==> src/verilog/scaler_ctrl_pkg.sv <==
package scaler_ctrl_pkg;

    // command broadcast to every quad scaler in the chain
    typedef enum logic [1:0] {
        CMD_HOLD    = 2'd0,
        CMD_CAPTURE = 2'd1,
        CMD_SHIFT   = 2'd2
    } chain_cmd_e;

    // update controller states
    typedef enum logic [1:0] {
        ST_IDLE    = 2'd0,
        ST_CAPTURE = 2'd1,
        ST_WRITE   = 2'd2,
        ST_FINISH  = 2'd3
    } update_state_e;

endpackage

==> src/verilog/scaler_cfg_pkg.sv <==
package scaler_cfg_pkg;

    // width of one scaler count, saturates at all ones
    localparam int COUNT_W = 12;

    // scalers packed into one quad word
    localparam int QUAD_LANES = 4;

    // flat width of a quad word, used for memory storage
    localparam int QUAD_W = QUAD_LANES * COUNT_W;

    // quad word, lane 0 sits in the low bits
    typedef logic [QUAD_LANES-1:0][COUNT_W-1:0] quad_word_t;

    // quad address inside one bank
    // 32 quads, so 128 scalers per bank
    localparam int QUAD_ADDR_W = 5;

    // first subthreshold quad, scaler address 64
    // fixed so the map does not move with the beam count
    localparam int SUB_QUAD_BASE = 16;

    // bus side scaler address and read data
    localparam int SCAL_ADDR_W = 7;
    localparam int SCAL_DATA_W = 32;

endpackage
==> src/verilog/scaler_wr_if.sv <==
`timescale 1ns/1ps

interface scaler_wr_if
    import scaler_cfg_pkg::*;
    ();

    // write strobe, one quad lands at each edge it is high
    logic                   wr_en;
    // bank the current update is filling
    logic                   wr_bank;
    // quad address after the real/subthreshold remap
    logic [QUAD_ADDR_W-1:0] wr_quad;
    quad_word_t             wr_data;

    // update controller side
    modport ctrl (
        output wr_en,
        output wr_bank,
        output wr_quad,
        output wr_data
    );

    // scaler memory side
    modport ram (
        input wr_en,
        input wr_bank,
        input wr_quad,
        input wr_data
    );

endinterface

==> src/verilog/beamscaler_top.sv <==
`timescale 1ns/1ps

module beamscaler_top
    import scaler_cfg_pkg::*;
    import scaler_ctrl_pkg::*;
#(
    parameter int NBEAMS = 6
) (
    input  logic                   wb_clk_i,
    input  logic                   wb_rst_i,
    // low half real triggers, high half subthreshold
    input  logic [2*NBEAMS-1:0]    count_i,
    input  logic                   timer_i,
    output logic                   done_o,
    output logic                   write_bank_o,
    input  logic                   scal_rd_i,
    input  logic [SCAL_ADDR_W-1:0] scal_adr_i,
    output logic [SCAL_DATA_W-1:0] scal_dat_o
);

    // quads per group, rounded up
    localparam int GROUP_QUADS = (NBEAMS + QUAD_LANES - 1) / QUAD_LANES;
    // real group then subthreshold group
    localparam int NUM_QUADS   = 2 * GROUP_QUADS;

    // chain[q] feeds position q, chain[NUM_QUADS] is the tail
    quad_word_t chain [NUM_QUADS+1];
    chain_cmd_e cmd;

    scaler_wr_if wr_bus ();

    // head of the chain shifts in zeros
    assign chain[0] = '0;

    for (genvar q = 0; q < NUM_QUADS; q++) begin : g_quad
        // group and quad number inside the group
        localparam int SUB  = (q >= GROUP_QUADS) ? 1 : 0;
        localparam int GQ   = q - SUB * GROUP_QUADS;
        localparam int BASE = SUB * NBEAMS + GQ * QUAD_LANES;

        logic [QUAD_LANES-1:0] quad_count;

        for (genvar l = 0; l < QUAD_LANES; l++) begin : g_lane
            if (GQ * QUAD_LANES + l < NBEAMS) begin : g_used
                assign quad_count[l] = count_i[BASE + l];
            end else begin : g_unused
                // past the last beam of this group
                assign quad_count[l] = 1'b0;
            end
        end

        quad_scaler u_quad (
            .wb_clk_i (wb_clk_i),
            .wb_rst_i (wb_rst_i),
            .count_i  (quad_count),
            .cmd_i    (cmd),
            .chain_i  (chain[q]),
            .chain_o  (chain[q+1])
        );
    end

    scaler_update_ctrl #(
        .NUM_QUADS (NUM_QUADS)
    ) u_ctrl (
        .wb_clk_i     (wb_clk_i),
        .wb_rst_i     (wb_rst_i),
        .timer_i      (timer_i),
        .chain_tail_i (chain[NUM_QUADS]),
        .cmd_o        (cmd),
        .wr           (wr_bus.ctrl),
        .write_bank_o (write_bank_o),
        .done_o       (done_o)
    );

    // memory reads the complement of the write bank
    scaler_bank_ram u_ram (
        .wb_clk_i    (wb_clk_i),
        .wb_rst_i    (wb_rst_i),
        .wr          (wr_bus.ram),
        .read_bank_i (write_bank_o),
        .scal_rd_i   (scal_rd_i),
        .scal_adr_i  (scal_adr_i),
        .scal_dat_o  (scal_dat_o)
    );

endmodule

==> src/verilog/scaler_bank_ram.sv <==
`timescale 1ns/1ps

module scaler_bank_ram
    import scaler_cfg_pkg::*;
(
    input  logic                   wb_clk_i,
    input  logic                   wb_rst_i,
    scaler_wr_if.ram               wr,
    input  logic                   read_bank_i,
    input  logic                   scal_rd_i,
    input  logic [SCAL_ADDR_W-1:0] scal_adr_i,
    output logic [SCAL_DATA_W-1:0] scal_dat_o
);

    // low address bits pick the lane inside a quad
    localparam int LANE_W = SCAL_ADDR_W - QUAD_ADDR_W;
    // two banks of quads
    localparam int DEPTH  = 2 ** (QUAD_ADDR_W + 1);

    logic [QUAD_W-1:0]    mem [DEPTH];
    logic [QUAD_ADDR_W:0] rd_addr;
    quad_word_t           rd_word_q;
    logic [LANE_W-1:0]    rd_lane_q;
    logic                 rd_pend_q;

    // bank bit on top
    // read_bank_i is the bank being written, so read the other one
    assign rd_addr = {~read_bank_i, scal_adr_i[SCAL_ADDR_W-1:LANE_W]};

    // quad write port
    always_ff @(posedge wb_clk_i) begin
        if (wr.wr_en) begin
            mem[{wr.wr_bank, wr.wr_quad}] <= wr.wr_data;
        end
    end

    // read stage one, whole quad word and lane number
    always_ff @(posedge wb_clk_i) begin
        if (scal_rd_i) begin
            rd_word_q <= mem[rd_addr];
            rd_lane_q <= scal_adr_i[LANE_W-1:0];
        end
    end

    // read stage two, lane select and zero extend
    // output holds until the next read comes through
    always_ff @(posedge wb_clk_i) begin
        if (wb_rst_i) begin
            rd_pend_q  <= 1'b0;
            scal_dat_o <= '0;
        end else begin
            rd_pend_q <= scal_rd_i;
            if (rd_pend_q) begin
                scal_dat_o <= {{(SCAL_DATA_W-COUNT_W){1'b0}}, rd_word_q[rd_lane_q]};
            end
        end
    end

endmodule

==> src/verilog/scaler_update_ctrl.sv <==
`timescale 1ns/1ps

module scaler_update_ctrl
    import scaler_cfg_pkg::*;
    import scaler_ctrl_pkg::*;
#(
    parameter int NUM_QUADS = 4
) (
    input  logic       wb_clk_i,
    input  logic       wb_rst_i,
    input  logic       timer_i,
    input  quad_word_t chain_tail_i,
    output chain_cmd_e cmd_o,
    scaler_wr_if.ctrl  wr,
    output logic       write_bank_o,
    output logic       done_o
);

    // chain holds the real quads first, subthreshold quads after
    localparam int REAL_QUADS = NUM_QUADS / 2;
    localparam logic [QUAD_ADDR_W-1:0] REAL_QUADS_A = QUAD_ADDR_W'(REAL_QUADS);
    localparam logic [QUAD_ADDR_W-1:0] LAST_IDX = QUAD_ADDR_W'(NUM_QUADS - 1);
    // subthreshold position p lands at SUB_QUAD_BASE + (p - REAL_QUADS)
    localparam logic [QUAD_ADDR_W-1:0] SUB_OFFSET = QUAD_ADDR_W'(SUB_QUAD_BASE - REAL_QUADS);

    update_state_e          state_q;
    update_state_e          state_d;
    logic                   timer_pend_q;
    logic [QUAD_ADDR_W-1:0] idx_q;
    logic                   bank_q;
    logic                   done_q;
    logic                   last_write;

    // tail word of position 0 is being written this cycle
    assign last_write = (state_q == ST_WRITE) && (idx_q == '0);

    always_comb begin
        state_d = state_q;
        case (state_q)
            ST_IDLE: begin
                if (timer_pend_q) begin
                    state_d = ST_CAPTURE;
                end
            end
            ST_CAPTURE: begin
                state_d = ST_WRITE;
            end
            ST_WRITE: begin
                if (idx_q == '0) begin
                    state_d = ST_FINISH;
                end
            end
            ST_FINISH: begin
                // a pulse held during the update starts the next one at once
                state_d = timer_pend_q ? ST_CAPTURE : ST_IDLE;
            end
            default: begin
                state_d = ST_IDLE;
            end
        endcase
    end

    always_ff @(posedge wb_clk_i) begin
        if (wb_rst_i) begin
            state_q      <= ST_IDLE;
            timer_pend_q <= 1'b0;
            idx_q        <= '0;
            bank_q       <= 1'b0;
            done_q       <= 1'b0;
        end else begin
            state_q <= state_d;
            // a new pulse wins over the clear in the capture cycle
            if (timer_i) begin
                timer_pend_q <= 1'b1;
            end else if (state_q == ST_CAPTURE) begin
                timer_pend_q <= 1'b0;
            end
            // the tail holds the highest position first
            if (state_q == ST_CAPTURE) begin
                idx_q <= LAST_IDX;
            end else if (state_q == ST_WRITE) begin
                idx_q <= idx_q - 1'b1;
            end
            // flip and done both show up in ST_FINISH
            done_q <= last_write;
            if (last_write) begin
                bank_q <= ~bank_q;
            end
        end
    end

    always_comb begin
        case (state_q)
            ST_CAPTURE: cmd_o = CMD_CAPTURE;
            ST_WRITE:   cmd_o = CMD_SHIFT;
            default:    cmd_o = CMD_HOLD;
        endcase
    end

    // write the tail on the same edge that shifts the chain
    assign wr.wr_en   = (state_q == ST_WRITE);
    // bus reads the other bank meanwhile
    // this one becomes the read bank when the bit flips
    assign wr.wr_bank = bank_q;
    assign wr.wr_quad = (idx_q < REAL_QUADS_A) ? idx_q : idx_q + SUB_OFFSET;
    assign wr.wr_data = chain_tail_i;

    assign write_bank_o = bank_q;
    assign done_o       = done_q;

endmodule

==> src/verilog/quad_scaler.sv <==
`timescale 1ns/1ps

module quad_scaler
    import scaler_cfg_pkg::*;
    import scaler_ctrl_pkg::*;
(
    input  logic                  wb_clk_i,
    input  logic                  wb_rst_i,
    input  logic [QUAD_LANES-1:0] count_i,
    input  chain_cmd_e            cmd_i,
    input  quad_word_t            chain_i,
    output quad_word_t            chain_o
);

    // running counts of the current period
    quad_word_t cnt_q;
    // counts of the last completed period
    // doubles as this block's stage of the shift chain
    quad_word_t shadow_q;

    // four saturating counters
    always_ff @(posedge wb_clk_i) begin
        if (wb_rst_i) begin
            cnt_q <= '0;
        end else begin
            for (int l = 0; l < QUAD_LANES; l++) begin
                if (cmd_i == CMD_CAPTURE) begin
                    // new period starts with this cycle's input
                    cnt_q[l] <= {{(COUNT_W-1){1'b0}}, count_i[l]};
                end else if (count_i[l] && (cnt_q[l] != {COUNT_W{1'b1}})) begin
                    // stick at full scale
                    cnt_q[l] <= cnt_q[l] + 1'b1;
                end
            end
        end
    end

    // shadow register and chain stage
    always_ff @(posedge wb_clk_i) begin
        if (wb_rst_i) begin
            shadow_q <= '0;
        end else begin
            case (cmd_i)
                CMD_CAPTURE: begin
                    // all quads snapshot on the same edge
                    shadow_q <= cnt_q;
                end
                CMD_SHIFT: begin
                    // move one stage toward the tail
                    shadow_q <= chain_i;
                end
                default: begin
                    shadow_q <= shadow_q;
                end
            endcase
        end
    end

    // the shadow feeds the next stage downstream
    assign chain_o = shadow_q;

endmodule

==> config.mk <==
export PLATFORM = sky130hd
export DESIGN_NAME = beamscaler_top
export DESIGN_NICKNAME = d
export VERILOG_FILES = /design/src/verilog/scaler_ctrl_pkg.sv /design/src/verilog/scaler_cfg_pkg.sv /design/src/verilog/scaler_wr_if.sv /design/src/verilog/beamscaler_top.sv /design/src/verilog/scaler_bank_ram.sv /design/src/verilog/scaler_update_ctrl.sv /design/src/verilog/quad_scaler.sv
export SDC_FILE = /design/constraint.sdc
export NUM_CORES = 2
export LEC_CHECK = 0
export BUFFER_PORTS_ARGS = -buffer_cell sky130_fd_sc_hd__buf_2
export CORE_AREA = 2 2 548 496
export DETAILED_ROUTE_END_ITERATION = 6
export DIE_AREA = 0 0 550 498
export PLACE_DENSITY_LB_ADDON = 0.25
export RECOVER_POWER = 100
export SLEW_MARGIN = 10
export SYNTH_ARGS = -nofsm -noshare
export SYNTH_HDL_FRONTEND = slang
export SYNTH_SLANG_ARGS = --single-unit
==> constraint.sdc <==
create_clock -name wb_clk_i -period 3.94 [get_ports wb_clk_i]
set_input_delay 0.394 -clock wb_clk_i [delete_from_list [all_inputs] [get_ports wb_clk_i]]
set_output_delay 0.394 -clock wb_clk_i [all_outputs]
set_load 0.02 [all_outputs]
==> results.ini <==
[run_status]
status = finished, violations left
violations = DRC, capacitance limit, slew limit

[setup_path]
critPathMaxFanout = 28
arrival_ps = 4370
cp-start-kind = flip-flop
crit_type = flip-flop to flip-flop
cp-end-kind = flip-flop
worstPathRequired_ps = 4680
r2r_slack_ps = 310
reg2reg_to = u_ram.rd_word_q[22]
reg2reg_depth = 6
rr_startpoint = u_ctrl.wr.wr_bank

[global_routing]
grt_max_degree = 197
first_global_vias = 68800
groute.usage.overall_pct = 25.9
grt-ovfl-total = 0
grt_first_pass_wirelength_um = 506000
antenna_found_initial = 26

[yosys]
synth_seq_cells = 3481
synth_area_per_cell_um2 = 19.7
seq_area_frac_synth_pct = 75.6
yosysWarningCount = 0
synth_area_um2 = 133000
ys_types = 68
synth_edf_count = 3122
syn_inst = 6766
ys_async_sr_fraction_pct = 0
synthFlopType = edfxtp_1

[pwr]
powerDensity_nw_per_um2 = 569
peakVddDrop_uv = 748
total_power_mw = 85.8
leakage_nw = 47.5

[cells_and_area]
final_core_util_pct = 56.1
final_common_cell = edfxtp_1
final_cell_mix = edfxtp_1, mux4_2, nor2_1
synthToLayoutAreaGrowth_pct = 12.9
drive_above_1_share_pct = 22.2
fin_nets = 7208
finalNonFillerCells = 11000
fin_area_um2 = 151000

[route]
drtIter0Drc = 10000
drc = 4
vias = 70400
wl_per_cell_um = 32.4
drtAntennaViolNets = 0
viasPerCell = 6.39
dr.pass1.iters = 7
routed_wl_um = 357000

[placed_design]
port_buffers = 36
place_inst = 10400
dp_hpwl_um = 211000
place_congestion = 0.846
post-place-ws_ps = 451
place_area_um2 = 141000

[clocking]
root_buffer = clkbuf_16
cts.sinks = 3481
clockBufferDepth = 4
cts_max_level = 5
cts_made_buffers = 339
clkLatencyLatePin_ps = 900
clk_pin_slew_worst_paths_ps = 60
cts_tree = yes

[timing]
maxSlewHeadroom_pct = -129
fmax_mhz = 275
min_period_over_period_pct = 92.2
fin_hold_ws_ps = 86.4
finalHoldViolations = 0
clock_skew_ps = 49.3
drv_slew = 2747
setup_slack_ps = 306
setup_violations = 0
min_period_ps = 3630
tns_ps = 0
rsz0062_at_grt = no
tightest_slew_ps = 3430

[floorplan]
start_util_pct = 49.7
die_x_um = 550
die_height_um = 498
rows = 181
die_area_um2 = 274000
io_pins = 57
fp.coreArea_um2 = 269000

[hold_path]
holdPathStages = 2
whs_endpoint = g_quad[0].u_quad.chain_o[23]
holdCritPathClass = input pin to flip-flop
hp-start = wb_rst_i

[job]
drv_cap = 61

[layer usage]
| layer | wire length (um) | share of wire (%) | vias to the layer above | GRT usage [%] |
|---|---|---|---|---|
| met5 | 242 | 0.068 | - | 0 |
| met4 | 10400 | 2.9 | 6 | 7.05 |
| met3 | 36900 | 10 | 546 | 4.97 |
| met2 | 166000 | 46 | 3783 | 39.8 |
| met1 | 144000 | 40 | 37300 | 38.2 |
| li1 | - | - | 28700 | - |
[cell usage after synthesis, types with 19 or more instances]
| cell | count | area [um2] |
|---|---|---|
| xnor2_1 | 55 | 482 |
| o22a_1 | 44 | 385 |
| o22ai_1 | 221 | 1380 |
| buf_1 | 33 | 124 |
| xor2_1 | 26 | 228 |
| nor2b_1 | 104 | 651 |
| a21oi_1 | 145 | 726 |
| mux4_2 | 772 | 17400 |
| ha_1 | 20 | 250 |
| edfxtp_1 | 3122 | 93700 |
| and2_1 | 44 | 275 |
| mux2i_1 | 192 | 1920 |
| inv_1 | 34 | 128 |
| buf_4 | 73 | 548 |
| o21ai_0 | 41 | 205 |
| nor2_1 | 432 | 1620 |
| a211oi_1 | 187 | 1400 |
| clkbuf_1 | 226 | 848 |
| buf_2 | 68 | 340 |
| and3_1 | 19 | 119 |
| nor4_1 | 59 | 369 |
| nand2_1 | 87 | 327 |
| nor3_1 | 45 | 225 |
| nand4_1 | 47 | 294 |
| dfxtp_1 | 359 | 7190 |
| o221ai_1 | 33 | 289 |
| nand3_1 | 78 | 390 |
[worst max-delay path, stage by stage (launching register included)]
cell and delay [ps]:
dfxtp_4 530, nand3b_1 300, buf_12 220, clkbuf_1 810, o22ai_1 350, a211oi_1 1050
o22a_1 220
[worst max-delay path by stage]
stage                                 start                   to  slack [ps]  cells past startpoint
final                     u_ctrl.wr.wr_bank  u_ram.rd_word_q[22]         310                      6
after global routing        u_ctrl.idx_q[1]      u_ram.mem[2][7]         230                     10
after CTS                   u_ctrl.idx_q[1]    u_ram.mem[63][12]         690                      9
after detailed placement      scal_adr_i[2]  u_ram.rd_word_q[31]         450                      8
after global placement        scal_adr_i[3]  u_ram.rd_word_q[46]          30                      7
after floorplan             u_ctrl.idx_q[1]     u_ram.mem[15][0]        -180                      7
[logic make-up after synthesis]
group                    Yosys count  share of synthesized area (%)
adder cells (fa/ha/maj)           20                          0.187
multiplexers                     970                           14.5
XOR/XNOR                          81                          0.531
other                              1                        0.00281
flip-flops                      3481                           75.6
AND/OR/NAND/NOR                 1005                           3.72
AO/OA/AOI/OAI                    761                           3.84
buffers and inverters            447                           1.58
[sequential cells by signal (all words and copies together), names as in the netlist]
signal / flops
u_ram.scal_dat_o: 12
u_ctrl.done_o: 1
u_ctrl.wr.wr_bank: 1
u_ram.mem: 3072
u_ctrl.timer_pend_q: 1
u_ctrl.state_q: 2
u_ctrl.idx_q: 5
u_ram.rd_word_q: 48
u_ram.rd_pend_q: 1
g_quad.u_quad.chain_o: 192
u_ram.rd_lane_q: 2
g_quad.u_quad.cnt_q: 144
[cell type report]
type,instances,area [um2]
fill,20200,118000
clock buffer,428,9060
timing repair buffer,449,3770
sequential,3481,101000
clock inverter,183,1460
antenna,6,15.0
tap,3568,4460
multi-input combinational,2857,30900
inverter,37,140
[where the power goes]
| group | switching, mW | internal (mW) |
|---|---|---|
| clock | 13.6 | 17.6 |
| combinational | 6.09 | 2.66 |
| sequential | 2.25 | 43.6 |
[what timing repair did]
item                                   in CTS  in global routing
setup buffers                               0                  0
endpoints found under the hold margin      63                  0
hold buffers                               16                  0
resized for setup                           0                  0
(Power assumes the default switching activity.)
